**src/cachePkg.sv**
```systemverilog
package cachePkg;

    localparam int AddrWidth = 32;
    localparam int WordWidth = 32;
    localparam int LineWords = 4;
    localparam int IndexBits = 4;
    localparam int MaskBits = WordWidth / 8;
    localparam int ByteOffBits = $clog2(MaskBits);
    localparam int WordSelBits = $clog2(LineWords);
    localparam int LineOffBits = ByteOffBits + WordSelBits;
    localparam int TagBits = AddrWidth - IndexBits - LineOffBits;
    localparam int NumLines = 2 ** IndexBits;

    // top nibble of a cacheable address
    localparam logic [3:0] CachedRegion = 4'h8;

    // fixed controller state encodings
    typedef enum logic [2:0] {
        idle      = 3'b000,
        compare   = 3'b001,
        miss      = 3'b010,
        getData   = 3'b011,
        replace   = 3'b111,
        uncacheOp = 3'b110
    } cacheState_e;

    typedef enum logic {
        opRead  = 1'b0,
        opWrite = 1'b1
    } cpuOp_e;

    typedef struct packed {
        logic                 valid;
        cpuOp_e               op;
        logic [AddrWidth-1:0] addr;
        logic [WordWidth-1:0] wrData;
        logic [MaskBits-1:0]  wrMask;
    } cpuReq_t;

    typedef struct packed {
        logic                 valid;
        logic [WordWidth-1:0] rdData;
    } cpuRsp_t;

    // byte-enable merge used by the cache and the memory
    function automatic logic [WordWidth-1:0] mergeBytes(
        input logic [WordWidth-1:0] oldWord,
        input logic [WordWidth-1:0] newWord,
        input logic [MaskBits-1:0]  byteEn
    );
        logic [WordWidth-1:0] merged;
        merged = oldWord;
        for (int b = 0; b < MaskBits; b++) begin
            if (byteEn[b]) begin
                merged[b*8 +: 8] = newWord[b*8 +: 8];
            end
        end
        return merged;
    endfunction

endpackage

```
**src/busPkg.sv**
```systemverilog
package busPkg;

    import cachePkg::*;

    localparam int LineWidth = LineWords * WordWidth;

    // memory request queue depth and response delay
    localparam int MemCredits = 2;
    localparam int MemLatency = 3;
    localparam int CreditBits = $clog2(MemCredits + 1);

    // word addresses wrap at this size
    localparam int MemWords = 1024;
    localparam int MemAddrBits = $clog2(MemWords);

    typedef enum logic [1:0] {
        busRdLine = 2'b00,
        busWrLine = 2'b01,
        busRdWord = 2'b10,
        busWrWord = 2'b11
    } busOp_e;

    typedef struct packed {
        logic                 valid;
        busOp_e               op;
        logic [AddrWidth-1:0] addr;
        logic [LineWidth-1:0] data;
        logic [MaskBits-1:0]  mask;
        logic                 src;
    } busReq_t;

    // word reads return their word in the low bits of data
    typedef struct packed {
        logic                 valid;
        logic                 src;
        logic [LineWidth-1:0] data;
    } busRsp_t;

endpackage

```
**src/busArbiter.sv**
```systemverilog
`timescale 1ns/10ps

module busArbiter import busPkg::*; (
    input  logic    clk,
    input  logic    rst_n,
    input  busReq_t cacheReq_i [2],
    output logic [1:0] busGrant_o,
    output busReq_t memReq_o,
    input  logic    creditReturn_i,
    input  busRsp_t memRsp_i,
    output busRsp_t cacheRsp_o [2]
);

    logic [CreditBits-1:0] creditCnt;
    logic                  rrPtr;
    logic                  winner;
    logic                  grantAny;
    logic [1:0]            reqVec;

    assign reqVec   = {cacheReq_i[1].valid, cacheReq_i[0].valid};
    // rrPtr only matters when both lanes ask
    assign winner   = (reqVec == 2'b11) ? rrPtr : reqVec[1];
    assign grantAny = (|reqVec) && (creditCnt != '0);

    assign busGrant_o = grantAny ? (winner ? 2'b10 : 2'b01) : 2'b00;

    always_comb begin
        memReq_o       = cacheReq_i[winner];
        memReq_o.valid = grantAny;
        memReq_o.src   = winner;
    end

    // steer each response back by source id
    always_comb begin
        for (int i = 0; i < 2; i++) begin
            cacheRsp_o[i]       = memRsp_i;
            cacheRsp_o[i].valid = memRsp_i.valid && (memRsp_i.src == 1'(i));
        end
    end

    always_ff @(posedge clk or negedge rst_n) begin
        if (!rst_n) begin
            creditCnt <= CreditBits'(MemCredits);
            rrPtr     <= 1'b0;
        end else begin
            case ({grantAny, creditReturn_i})
                2'b10: creditCnt <= creditCnt - 1'b1;
                2'b01: creditCnt <= creditCnt + 1'b1;
                default: creditCnt <= creditCnt;
            endcase
            // priority moves past the lane just served
            if (grantAny) begin
                rrPtr <= ~winner;
            end
        end
    end

    // a credit only comes back while one is out
    assert property (@(posedge clk) disable iff (!rst_n)
        creditReturn_i |-> creditCnt != CreditBits'(MemCredits));

    assert property (@(posedge clk) disable iff (!rst_n)
        creditCnt <= CreditBits'(MemCredits));

endmodule

```
**config.mk**
```make
export PLATFORM = sky130hd
export DESIGN_NAME = busArbiter
export DESIGN_NICKNAME = d
export VERILOG_FILES = /design/src/cachePkg.sv /design/src/busPkg.sv /design/src/busArbiter.sv
export SDC_FILE = /design/constraint.sdc
export NUM_CORES = 1
export LEC_CHECK = 0
export ABC_AREA = 1
export BUFFER_PORTS_ARGS = -buffer_cell sky130_fd_sc_hd__buf_2
export CORE_AREA = 3 3 349 351
export DETAILED_ROUTE_END_ITERATION = 7
export DIE_AREA = 0 0 352 354
export PLACE_DENSITY = 0.3
export SLEW_MARGIN = 20
export SYNTH_ARGS = -nofsm -noshare
export SYNTH_HDL_FRONTEND = slang
export SYNTH_SLANG_ARGS = --single-unit
export TNS_END_PERCENT = 5
```
**constraint.sdc**
```tcl
create_clock -name clk -period 1.6 [get_ports clk]
set_input_delay 0.08 -clock clk [delete_from_list [all_inputs] [get_ports clk]]
set_output_delay 0.08 -clock clk [all_outputs]
set_load 0.05 [all_outputs]
```
# Yosys cells after proc, flatten, opt, wreduce, memory -nomap -nowiden
# Cells that the tools add are included.
# totals
reg_bits	3
inputBits	469
output_inout_bits	430
word_cells	24
# classes
addsub	2
order_cmp	1
eq_ne	3
n_mux	7
bitwise	3
reduce_logical	6
# ops
op	n
167-bit 2-to-1 mux	3
2-bit equality test (second input constant)	2
2-bit 2-to-1 mux	2
2-bit case mux with 2 select lines	1
2-bit nonzero test	2
1-bit logical AND	3
2-bit by 1-bit adder with 2-bit output (second input constant)	1
2-bit by 1-bit equality test with 1-bit output (second input constant)	1
2-bit greater-or-equal comparator (second input constant)	1
1-bit inverter	2
1-bit inverter with 2-bit output	1
2-bit OR reduction	1
2-bit by 1-bit subtractor with 2-bit output (second input constant)	1
1-bit 2-to-1 mux	1

# Depth between registers and ports, before layout
# depth
ltp_word	6
ltp_mapped	9
depth_no_buf	9

# Worst setup path after synthesis
# No wires, ideal clock.
# synth_path
kind	reg-to-output
from	reg rrPtr
to	out memReq_o[100] (netlist bit)
arrival_ns	1.362
required_ns	1.520
path_slack_ns	0.158
stages_incl_launch_ff	6
n_path_buf	2
path_cell_list	dfrtp_1 o21ai_2 buf_2 buf_2 nand2_1 nand2_1
# synth_rtl
element	line	text
from (decl)	busArbiter.sv:15	logic rrPtr;
from (signal assigned)	busArbiter.sv:53	rrPtr <= ~winner;
to (decl)	busArbiter.sv:8	output busReq_t memReq_o,

==> impl_metrics.py <==
metrics = {
    "global_route": {
        "grt_pass1_vias": 6027,
        "grt_max_degree": 57,
        "track_usage_pct": 10.4,
        "antenna_found_initial": 11,
        "grt-ovfl-total": 0,
        "grt_pass1_wl_mm": 80.9,
    },
    "power": {
        "p_per_area_mw_per_mm2": 1090,
        "p_leak_nw": 4.81,
        "worst_ir_drop_vdd_uv": 457,
        "total_power_mw": 10.9,
    },
    "floorplanning": {
        "io_pins": 899,
        "core_region_area_mm2": 0.119,
        "fp.dieArea_mm2": 0.125,
        "die_h_um": 354,
        "initial_utilization_pct": 3.54,
        "rows": 127,
        "die_x_um": 352,
    },
    "yosys": {
        "synthesis.instances": 827,
        "synth_fp_nets": 1297,
        "synth_seq_cells": 3,
        "ys_seq_area_share_pct": 1.81,
        "avgSynthCellArea_um2": 5.11,
        "synth_cell_type_count": 18,
        "syn_area_mm2": 0.00422,
        "yosys_warnings": 0,
    },
    "timing": {
        "finalMaxSlewViolations": 0,
        "skew_ns": 0.00251,
        "fin_setup_tns_ns": -23.04,
        "worst_slack_ns": -0.246,
        "worst_pin_slew_ns": 0.353,
        "setup_viol": 166,
        "fin_crit_ns": 1.85,
        "maxSlewHeadroom_pct": 76.5,
        "rsz0062_at_grt": "yes",
        "worst_hold_slack_ns": 0.160,
        "post-route-period-util_pct": 115,
        "hold_violations": 0,
        "fmax_mhz": 542,
    },
    "cells_and_area": {
        "multiInputGateArea_mm2": 0.00232,
        "final_cell_mix": "nand2_1 (393), buf_2 (344), buf_12 (157), nand2_2 (106), buf_6 (27)",
        "area.growth.synth_to_final_pct": 138,
        "drive_gt1_share_pct": 62.4,
        "register_area_um2": 76.3,
        "fin_util_pct": 8.43,
        "fill_cells": 14096,
        "mostFrequentLayoutCell": "nand2_1",
        "finalNonFillerCells": 2715,
        "fin_area_mm2": 0.0101,
        "fin_nets": 1568,
    },
    "drt": {
        "drc": 0,
        "finalWirelength_mm": 69.6,
        "ant_nets": 0,
        "via_per_inst": 2.19,
        "vias": 5956,
        "drtIter0Drc": 305,
        "wl_per_cell_um": 25.6,
        "first_pass_iters": 4,
    },
    "worst_setup_path": {
        "crit_type": "flop to primary output",
        "crit_path_end_kind": "primary output",
        "reg2regPathDepth": 8,
        "critPathMaxFanout": 56,
        "cp-start-kind": "flop",
        "arrival_ns": 1.77,
        "cp.required_ns": 1.52,
    },
    "placement": {
        "post-place-ws_ns": -0.0841,
        "placed_area_mm2": 0.00929,
        "portBuffers": 512,
        "place_inst": 2693,
        "hpwl_mm": 64.6,
        "place_congestion": 0.788,
    },
    "run": {
        "max_cap_violations": 0,
    },
    "hold_path": {
        "min_path_cells": 0,
        "hold_class": "primary input to primary output",
    },
    "clock_tree": {
        "cts_root_buffer": "clkbuf_16",
        "htreeDepth": 1,
        "clockBufferDepth": 2,
        "cts.sinks": 3,
        "cts_buffers": 3,
        "cts_tree": "done",
        "clk_pin_slew_worst_paths_ns": 0.03,
        "insertion_delay_ns": 0.22,
    },
    "run_status": {
        "violations": "negative setup slack",
        "outcome": "complete, but fails checks",
    },
}
==> metal layers <==
metal	track usage (%)	up-vias	part of all wire (%)	wire (um)
li1	-	2738	-	-
met1	11.4	2519	38	26500
met2	16.3	647	44	30300
met3	8.24	46	17	12100
met4	0.691	6	0.88	616
met5	0	-	0.059	41
==> critical path: stages (launching register included) <==
cell,delay [ns]
dfrtp_1,0.39
nor2_1,0.10
nor2_4,0.16
buf_12,0.27
buf_4,0.18
nand2_1,0.07
nand2_1,0.12
buf_12,0.16
==> power by group <==
| group | total [mW] | switching, mW | internal (mW) | leakage [nW] |
|---|---|---|---|---|
| clock network | 0.396 | 0.0676 | 0.329 | 0.0382 |
| logic | 10.3 | 6.40 | 3.95 | 4.74 |
| registers | 0.166 | 0.0391 | 0.127 | 0.0339 |
==> area by class of cell <==
class	count	share of cell area, %
Clock buffer	4	0.784
Antenna cell	6	0.149
Tap cell	1612	20.1
Multi-Input combinational cell	519	23.0
Inverter	9	0.336
Timing Repair Buffer	562	54.9
Sequential cell	3	0.759
==> path summary, 6_finish.rpt <==
check | startpoint | slack, ns | end
max reg2reg | creditCnt[1] | 0.18 | creditCnt[1]
max in group asynchronous | rst_n | 1.22 | creditCnt[1]
min | memRsp_i[28] | 0.16 | cacheRsp_o[28]
min in group asynchronous | rst_n | 0.19 | creditCnt[0]
max | rrPtr | -0.25 | memReq_o[139]
min reg2reg | creditCnt[1] | 0.47 | creditCnt[1]
==> cells in the mapped netlist, drive strengths merged <==
library cell / count / area share (%)
nand4: 1 / 0.15
a21oi: 1 / 0.12
nand2: 507 / 45
o21ai: 2 / 0.33
ha: 1 / 0.30
inv: 9 / 0.80
buf: 291 / 50
nor2: 5 / 0.62
xnor2: 1 / 0.21
dfstp: 1 / 0.62
clkbuf: 5 / 0.44
dfrtp: 2 / 1.2
nand3: 1 / 0.12
==> state kept, by name, indices dropped and copies added (netlist names) <==
name	cells
creditCnt	2
rrPtr	1
==> what timing repair did <==
action | CTS | global route
cloned | 1 | 2
pin swaps | 17 | 5
setup buffers | 4 | 4
endpoints found under the setup margin | 168 | 168
resized for setup | 136 | 47
hold endpoints to repair | 3 | 0
hold buffers | 1 | 0
==> cell families (layout without fill, tap and decap cells) <==
logic type / after synthesis / in the layout / share of synthesized area, %
fa+ha+maj: 1 / 1 / 0.296
flops: 3 / 3 / 1.81
xor+xnor: 1 / 1 / 0.207
other cells: 0 / 6 / 0
buf+inv: 305 / 575 / 51.3
compound gates: 3 / 3 / 0.444
simple gates: 514 / 514 / 45.9
Note: power is estimated with default switching activity, not from simulation.
