$ cat src/cachePkg.sv
package cachePkg;

    localparam int AddrWidth = 32;
    localparam int WordWidth = 32;
    localparam int LineWords = 4;
    localparam int IndexBits = 4;
    localparam int MaskBits = WordWidth / 8;
    localparam int ByteOffBits = $clog2(MaskBits);
    localparam int WordSelBits = $clog2(LineWords);
    localparam int LineOffBits = ByteOffBits + WordSelBits;
    localparam int TagBits = AddrWidth - IndexBits - LineOffBits;
    localparam int NumLines = 2 ** IndexBits;

    // top nibble of a cacheable address
    localparam logic [3:0] CachedRegion = 4'h8;

    // fixed controller state encodings
    typedef enum logic [2:0] {
        idle      = 3'b000,
        compare   = 3'b001,
        miss      = 3'b010,
        getData   = 3'b011,
        replace   = 3'b111,
        uncacheOp = 3'b110
    } cacheState_e;

    typedef enum logic {
        opRead  = 1'b0,
        opWrite = 1'b1
    } cpuOp_e;

    typedef struct packed {
        logic                 valid;
        cpuOp_e               op;
        logic [AddrWidth-1:0] addr;
        logic [WordWidth-1:0] wrData;
        logic [MaskBits-1:0]  wrMask;
    } cpuReq_t;

    typedef struct packed {
        logic                 valid;
        logic [WordWidth-1:0] rdData;
    } cpuRsp_t;

    // byte-enable merge used by the cache and the memory
    function automatic logic [WordWidth-1:0] mergeBytes(
        input logic [WordWidth-1:0] oldWord,
        input logic [WordWidth-1:0] newWord,
        input logic [MaskBits-1:0]  byteEn
    );
        logic [WordWidth-1:0] merged;
        merged = oldWord;
        for (int b = 0; b < MaskBits; b++) begin
            if (byteEn[b]) begin
                merged[b*8 +: 8] = newWord[b*8 +: 8];
            end
        end
        return merged;
    endfunction

endpackage

$ cat src/busPkg.sv
package busPkg;

    import cachePkg::*;

    localparam int LineWidth = LineWords * WordWidth;

    // memory request queue depth and response delay
    localparam int MemCredits = 2;
    localparam int MemLatency = 3;
    localparam int CreditBits = $clog2(MemCredits + 1);

    // word addresses wrap at this size
    localparam int MemWords = 1024;
    localparam int MemAddrBits = $clog2(MemWords);

    typedef enum logic [1:0] {
        busRdLine = 2'b00,
        busWrLine = 2'b01,
        busRdWord = 2'b10,
        busWrWord = 2'b11
    } busOp_e;

    typedef struct packed {
        logic                 valid;
        busOp_e               op;
        logic [AddrWidth-1:0] addr;
        logic [LineWidth-1:0] data;
        logic [MaskBits-1:0]  mask;
        logic                 src;
    } busReq_t;

    // word reads return their word in the low bits of data
    typedef struct packed {
        logic                 valid;
        logic                 src;
        logic [LineWidth-1:0] data;
    } busRsp_t;

endpackage

$ cat src/dataCache.sv
`timescale 1ns/10ps

module dataCache import cachePkg::*; import busPkg::*; #(
    parameter bit SrcId = 1'b0
) (
    input  logic    clk,
    input  logic    rst_n,
    input  cpuReq_t cpuReq_i,
    output logic    reqReady_o,
    output cpuRsp_t cpuRsp_o,
    output busReq_t busReq_o,
    input  logic    busGrant_i,
    input  busRsp_t busRsp_i
);

    cacheState_e state;
    cacheState_e nextState;

    // line storage
    logic [LineWords-1:0][WordWidth-1:0] dataArr [NumLines];
    logic [TagBits-1:0]                  tagArr  [NumLines];
    logic [NumLines-1:0]                 validArr;
    logic [NumLines-1:0]                 dirtyArr;

    cpuReq_t                             reqLatch;
    logic [LineWords-1:0][WordWidth-1:0] lineBuf;
    logic                                wbPending;
    logic                                uncSent;

    logic [IndexBits-1:0]   reqIdx;
    logic [TagBits-1:0]     reqTag;
    logic [WordSelBits-1:0] reqWord;
    logic                   uncached;
    logic                   lineHit;
    logic                   hitDone;
    logic                   hitWrite;
    logic                   uncDone;
    logic                   reqAccept;
    logic [WordWidth-1:0]   hitWord;

    assign reqIdx   = reqLatch.addr[LineOffBits +: IndexBits];
    assign reqTag   = reqLatch.addr[AddrWidth-1 -: TagBits];
    assign reqWord  = reqLatch.addr[ByteOffBits +: WordSelBits];
    assign uncached = reqLatch.addr[AddrWidth-1 -: 4] != CachedRegion;
    assign lineHit  = !uncached && validArr[reqIdx] && (tagArr[reqIdx] == reqTag);
    assign hitWord  = dataArr[reqIdx][reqWord];

    assign hitDone   = (state == compare) && lineHit;
    assign hitWrite  = hitDone && (reqLatch.op == opWrite);
    assign uncDone   = (state == uncacheOp) && uncSent && busRsp_i.valid;
    // a new request may follow a hit back to back
    assign reqReady_o = (state == idle) || hitDone;
    assign reqAccept  = cpuReq_i.valid && reqReady_o;

    assign cpuRsp_o.valid  = hitDone || uncDone;
    assign cpuRsp_o.rdData = uncDone ? busRsp_i.data[WordWidth-1:0] : hitWord;

    always_comb begin
        nextState = state;
        case (state)
            idle: begin
                if (reqAccept) begin
                    nextState = compare;
                end
            end
            compare: begin
                if (uncached) begin
                    nextState = uncacheOp;
                end else if (lineHit) begin
                    nextState = reqAccept ? compare : idle;
                end else begin
                    nextState = miss;
                end
            end
            miss: begin
                if (busGrant_i) begin
                    nextState = getData;
                end
            end
            getData: begin
                // a writeback ack sends us back for the refill
                if (busRsp_i.valid) begin
                    nextState = wbPending ? miss : replace;
                end
            end
            replace: begin
                nextState = compare;
            end
            uncacheOp: begin
                if (uncDone) begin
                    nextState = idle;
                end
            end
            default: begin
                nextState = idle;
            end
        endcase
    end

    always_ff @(posedge clk or negedge rst_n) begin
        if (!rst_n) begin
            state     <= idle;
            wbPending <= 1'b0;
            uncSent   <= 1'b0;
        end else begin
            state <= nextState;
            if (state == compare && !uncached && !lineHit) begin
                wbPending <= validArr[reqIdx] && dirtyArr[reqIdx];
            end else if (state == getData && busRsp_i.valid) begin
                wbPending <= 1'b0;
            end
            if (state == compare) begin
                uncSent <= 1'b0;
            end else if (state == uncacheOp && busGrant_i) begin
                uncSent <= 1'b1;
            end
        end
    end

    always_ff @(posedge clk or negedge rst_n) begin
        if (!rst_n) begin
            validArr <= '0;
            dirtyArr <= '0;
        end else if (state == replace) begin
            validArr[reqIdx] <= 1'b1;
            dirtyArr[reqIdx] <= 1'b0;
        end else if (hitWrite) begin
            dirtyArr[reqIdx] <= 1'b1;
        end
    end

    always_ff @(posedge clk) begin
        if (reqAccept) begin
            reqLatch <= cpuReq_i;
        end
        if (state == getData && busRsp_i.valid && !wbPending) begin
            lineBuf <= busRsp_i.data;
        end
        if (state == replace) begin
            tagArr[reqIdx]  <= reqTag;
            dataArr[reqIdx] <= lineBuf;
        end else if (hitWrite) begin
            dataArr[reqIdx][reqWord] <= mergeBytes(hitWord, reqLatch.wrData, reqLatch.wrMask);
        end
    end

    always_comb begin
        busReq_o      = '0;
        busReq_o.src  = SrcId;
        busReq_o.mask = reqLatch.wrMask;
        if (state == miss) begin
            busReq_o.valid = 1'b1;
            if (wbPending) begin
                // victim line goes out first
                busReq_o.op   = busWrLine;
                busReq_o.addr = {tagArr[reqIdx], reqIdx, {LineOffBits{1'b0}}};
                busReq_o.data = dataArr[reqIdx];
            end else begin
                busReq_o.op   = busRdLine;
                busReq_o.addr = {reqTag, reqIdx, {LineOffBits{1'b0}}};
            end
        end else if (state == uncacheOp) begin
            busReq_o.valid = !uncSent;
            busReq_o.op    = (reqLatch.op == opWrite) ? busWrWord : busRdWord;
            busReq_o.addr  = reqLatch.addr;
            busReq_o.data  = LineWidth'(reqLatch.wrData);
        end
    end

    // a bus response only arrives for the one request outstanding
    assert property (@(posedge clk) disable iff (!rst_n)
        busRsp_i.valid |-> (state == getData) || (state == uncacheOp && uncSent));

    // back-to-back responses only come from pipelined hits
    assert property (@(posedge clk) disable iff (!rst_n)
        cpuRsp_o.valid && $past(cpuRsp_o.valid) |-> $past(hitDone && reqAccept) && hitDone);

endmodule

$ cat config.mk
export PLATFORM = sky130hd
export DESIGN_NAME = dataCache
export DESIGN_NICKNAME = d
export VERILOG_FILES = /design/src/cachePkg.sv /design/src/busPkg.sv /design/src/dataCache.sv
export SDC_FILE = /design/constraint.sdc
export NUM_CORES = 2
export LEC_CHECK = 0
export BUFFER_PORTS_ARGS = -buffer_cell sky130_fd_sc_hd__clkbuf_2
export CELL_PAD_IN_SITES_DETAIL_PLACEMENT = 0
export CELL_PAD_IN_SITES_GLOBAL_PLACEMENT = 2
export CORE_ASPECT_RATIO = 0.6
export CORE_UTILIZATION = 53
export CTS_BUF_LIST = sky130_fd_sc_hd__clkbuf_16
export CTS_CLUSTER_SIZE = 10
export DETAILED_ROUTE_END_ITERATION = 16
export GPL_ROUTABILITY_DRIVEN = 0
export PLACE_DENSITY = 0.86
export SLEW_MARGIN = 20
export SYNTH_ARGS = -nofsm -noshare
export SYNTH_HDL_FRONTEND = slang
export SYNTH_SLANG_ARGS = --single-unit
export TNS_END_PERCENT = 1
$ cat constraint.sdc
create_clock -name clk -period 13.5 [get_ports clk]
set_input_delay 2.025 -clock clk [delete_from_list [all_inputs] [get_ports clk]]
set_output_delay 2.025 -clock clk [all_outputs]
set_load 0.01 [all_outputs]
==> After elaboration in Yosys (flattened, before gate mapping) <==
Memories as Yosys holds them, arrays and structs flattened. A register that Yosys moved wholly into a read port is not among the register bits.
Index checks and enable logic that the tools add are counted.
{ "word_totals": {"mem_count": 2, "input_bits": 203, "ramBits": 2432, "elab_cells": 366, "regBits": 234} }
{ "memory_table": {"columns": ["name", "words", "width", "read_ports", "rd_clocked_by_memory_dff", "write_ports", "line_no", "source"], "rows": [
  ["dataArr", 16, 128, 1, 1, 1, "dataCache.sv:20", "logic [LineWords-1:0][WordWidth-1:0] dataArr [NumLines];"],
  ["tagArr", 16, 24, 1, 1, 1, "dataCache.sv:21", "logic [TagBits-1:0] tagArr [NumLines];"]
]} }
{ "classes": {"n_reduce_logical": 26, "order_cmp": 4, "n_eq_ne": 11, "n_mux": 178, "n_bitwise": 132} }
{ "op_table": {"columns": ["operator", "n"], "rows": [
  ["2-to-1 mux 163 bit", 2],
  ["2-to-1 mux 128 bit", 2],
  ["2-to-1 mux 1 bit", 141],
  ["OR 1 bit", 128],
  ["2-to-1 mux 32 bit", 3],
  ["2-to-1 mux 8 bit", 12],
  ["binary-select mux 32 bit (select 2 bit)", 1],
  ["demux 32 bit (select 2 bit)", 1],
  ["2-to-1 mux 33 bit", 1],
  ["2-to-1 mux 16 bit", 2],
  ["OR 16 bit", 2],
  ["== test 24 bit", 1],
  ["2-to-1 mux 3 bit", 6],
  ["one-hot mux 3 bit (6 select lines)", 1],
  ["AND 16 bit", 1],
  ["NOT 16 bit", 1],
  ["logical AND 1 bit", 15],
  ["binary-select mux 1 bit (select 4 bit)", 2],
  ["2-to-1 mux 4 bit", 2],
  ["inequality test 2 bit (second input constant)", 4],
  ["== test 3 x 2 -> 1 bit (second input constant)", 2],
  ["== test 3 bit (second input constant)", 2],
  ["nonzero test 2 bit", 3],
  ["< comparator 4 x 5 -> 1 bit (second input constant)", 1],
  ["other kinds (11)", 15]
]} }

==> Logic depth before layout (Yosys ltp) <==
{ "depth": {"ltp_word": 11, "ltp_mapped": 15, "depth_no_buf": 8} }

==> Worst setup path before layout <==
Ideal clock, no wire load.
{ "synth_path": {"kind": "in2reg", "startpoint": "in busRsp_i[129] in the netlist's numbering", "endpoint": "reg lineBuf[0] in the netlist's numbering (enable)", "path_stages": 2, "setup_ns": 0.617, "path_slack_ns": 5.409, "required_ns": 12.883, "arrival_ns": 7.474, "path_buffers": 0, "cell_sequence": "nand4_1 -> nor2_1"} }
{ "synth_via": {"elab_chain_len": 2} }
{ "synth_lines": {"columns": ["item", "line_no", "source"], "rows": [
  ["start: declaration", "dataCache.sv:13", "input busRsp_t busRsp_i"],
  ["logical AND 1 bit (2 in a row)", "dataCache.sv:136", "if (state == getData && busRsp_i.valid && !wbPending) begin"],
  ["end signal: assignment", "dataCache.sv:137", "lineBuf <= busRsp_i.data;"],
  ["end: declaration", "dataCache.sv:26", "logic [LineWords-1:0][WordWidth-1:0] lineBuf;"]
]} }
Every way passes these cells.
A chain may end at the register's enable or synchronous reset.

==> flow_summary_export.csv <==
group,metric,value,unit
status,outcome,"complete, no violations",
power,ir_worst_vdd,110,uV
critical_path,r2r_slack,6220,ps
cts,cts_hold_buf,0,
power,p_switching,5.28,mW
die,start_util,0.535,
critical_path,cp-end-kind,"primary output",
global_routing,grt_pass1_wl,417,mm
sta,setup_viol,0,
place,dp_hpwl,180,mm
global_routing,antenna_found_initial,29,
route,viasPerCell,6.70,
critical_path,worst_ep_required_time,11480,ps
cts,clkTransAtPathRegs,60,ps
cts,cts_tree,"yes",
place,placed_cells,7706,
route,ant_nets,0,
critical_path,critPathMaxStageDelay,850,ps
die,die_h,347,um
route,drtPass1Iterations,6,
route,drc_errors,0,
global_routing,grt_pass1_vias,53700,
final_layout,stdcell_count,8115,
logic_synthesis,synth_area_per_cell,22.0,um2
critical_path,arrival,6700,ps
sta,worstMarginPinSlew,1170,ps
power,p_int,14.9,mW
sta,skew,67.1,ps
sta,relSlewSlack,0.201,
logic_synthesis,synth_seq_cells,2670,
route,post_drt_wl_per_cell,37.2,um
sta,tns,0,ps
critical_path,cpMostUsedCell,"buf_4",
critical_path,worstSetupStartpointType,"register",
route,drtIter0Drc,8214,
final_layout,mostFrequentLayoutCell,"edfxtp_1",
logic_synthesis,synthArstFlopShare,0.0139,
route,vias,54300,
global_routing,grt_overflow,0,
critical_path,worst-setup-path-type,"register to primary output",
die,dieArea,0.201,mm2
final_layout,syn2layout_area_growth,14.5,%
critical_path,path_buf_inv,3,
final_layout,fill_cells,13300,
cts,clock_latency,880,ps
die,placementRows,126,
final_layout,drive_above_1_share,0.357,
power,leakage,39.8,nW
cts,htree_levels,5,
die,die_w,578,um
logic_synthesis,netlist_area,0.105,mm2
cts,cts_buffers,310,
cts,clockBufferDepth,4,
final_layout,multi_input_comb_area,0.0250,mm2
logic_synthesis,seq_area_frac_synth,0.759,
sta,fin_crit,8720,ps
power,p_clk_frac,0.360,
die,core_area,0.197,mm2
critical_path,path_max_fanout,42,
power,powerDensity,167,mW/mm2
final_layout,final_cell_mix,"2629 x edfxtp_1, 746 x mux4_2, 401 x clkbuf_2",
cts,clock_sinks,2670,
power,power_frac_seq,0.489,
global_routing,grt_max_degree,107,
power,p_sw_frac,0.262,
power,power_frac_comb,0.151,
logic_synthesis,netlist_instances,4794,
place,io_buffers,402,
logic_synthesis,synth-main-ff-cell,"edfxtp_1",
sta,hold_viol_final,0,
worst_hold_path,hold_path_class,"register to register",
logic_synthesis,synth_edf_count,2629,
cts,cts_setup_buffers,0,
route,totalWireLength,302,mm
logic_synthesis,syn_nets,4997,
critical_path,crit_chain,"buf_4 > buf_4 > nor2_1 > a22o_1 > a221oi_1 > xnor2_1 > a41oi_1 > nor4_4 > nand3_1 > o21bai_1 > clkbuf_2",
sta,rsz0062_at_grt,"no",
flow_run,cap_viol_max_count,0,
die,ios,405,
final_layout,seq_area,0.0800,mm2
sta,drv_slew,0,
sta,max_freq,115,MHz
logic_synthesis,synth.distinct_cells,65,
global_routing,track_usage,0.302,
cts,cts_resized,0,
critical_path,slowest_stage,"nand3_1",
sta,min_period_over_period,0.646,
cts,root_buffer,"clkbuf_16",
final_layout,layout.nets,5603,
logic_synthesis,yosysWarningCount,0,
critical_path,crit_family,"simple AND/OR/NAND/NOR gates",
==> power groups by stage <==
| stage | Sequential (mW) | Clock [mW] | Combinational, mW |
|---|---|---|---|
| 6_report | 9.85 | 7.24 | 3.04 |
| 5_1_grt | 9.87 | 7.61 | 3.13 |
| 4_1_cts | 9.86 | 7.29 | 2.95 |
| 3_5_place_dp | 10.0 | 0 | 2.94 |
| 3_3_place_gp | 10.0 | 0 | 2.88 |
| 2_1_floorplan | 9.93 | 0 | 1.65 |
==> area by class of cell <==
cell class	count	area share
Antenna cell	28	0.000581
Clock buffer	316	0.0655
Clock inverter	59	0.00334
Inverter	141	0.00445
Multi-Input combinational cell	1696	0.208
Sequential cell	2670	0.663
Tap cell	2624	0.0272
Timing Repair Buffer	581	0.0287
==> routing by layer <==
metal | GRT usage | share of wire | vias to the layer above
li1 | - | - | 21200
met1 | 0.432 | 0.37 | 28700
met2 | 0.440 | 0.45 | 3766
met3 | 0.0833 | 0.13 | 610
met4 | 0.134 | 0.048 | 14
met5 | 0 | 0.00035 | -
==> worst paths after layout <==
kind,start,endpoint,depth (start not counted)
worst max-delay path,register,cpuRsp_o[32],11
worst min-delay path,validArr[7],validArr[7],1
worst max register to register,register,dataArr[3][75],13
worst min register to register,validArr[7],validArr[7],1
max in group asynchronous,rst_n,async pin,1
min in group asynchronous,rst_n,state[0],1
==> flip-flops by register name, indices dropped and copies added (netlist names), named ones only <==
signal / cells
busReq_o: 4
dataArr: 2048
lineBuf: 128
reqIdx: 4
reqLatch: 61
state: 3
tagArr: 384
uncSent: 1
validArr: 16
wbPending: 1
==> cell usage after synthesis, drive strengths merged (3+ instances only) <==
master | instances | share of area
clkbuf | 128 | 0.0046
a221oi | 5 | 0.00042
a221o | 3 | 0.00028
nand2 | 85 | 0.0030
nor2 | 67 | 0.0024
a21oi | 100 | 0.0048
a22o | 39 | 0.0032
nor2b | 22 | 0.0013
mux4 | 746 | 0.16
a31oi | 8 | 0.00047
inv | 141 | 0.0050
dfrtp | 37 | 0.0088
or2 | 17 | 0.0010
o21ai | 43 | 0.0020
nand4 | 16 | 0.00095
nand2b | 3 | 0.00018
mux2i | 234 | 0.022
and2 | 18 | 0.0011
nand3 | 26 | 0.0012
or3 | 3 | 0.00018
o32ai | 4 | 0.00033
xor2 | 12 | 0.0010
a32oi | 3 | 0.00025
o2111ai | 3 | 0.00025
buf | 159 | 0.0078
o22ai | 5 | 0.00030
and3 | 98 | 0.0058
a22oi | 15 | 0.0011
nor3 | 11 | 0.00052
xnor2 | 6 | 0.00050
edfxtp | 2629 | 0.75
mux2 | 53 | 0.0057
o211ai | 7 | 0.00050
dfxtp | 4 | 0.00076
a211oi | 16 | 0.0011
==> per-stage QoR <==
step / total power [mW] / hold slack (ps) / cell area, um2 / util / setup slack [ps]
final: 20.1 / 463 / 121000 / 0.612 / 4780
after global routing: 20.6 / 481 / 121000 / 0.612 / 4430
after CTS: 20.1 / 464 / 120000 / 0.610 / 4800
after detailed placement: 13.0 / 450 / 112000 / 0.568 / 5680
after global placement: 12.9 / 446 / 112000 / 0.567 / 5720
after floorplan: 11.6 / 434 / 105000 / - / 5410
==> cell families (layout without fill, tap and decap cells) <==
logic type | Yosys count | count (layout) | synth area share
buffers and inverters | 428 | 1097 | 0.0174
multiplexers | 1033 | 1033 | 0.187
AND/OR/NAND/NOR | 378 | 378 | 0.0188
AO/OA/AOI/OAI | 266 | 266 | 0.0163
flip-flops | 2670 | 2670 | 0.759
XOR/XNOR | 18 | 18 | 0.00150
other | 1 | 29 | 0.0000356
No activity file was read; power rests on OpenSTA's default activity.
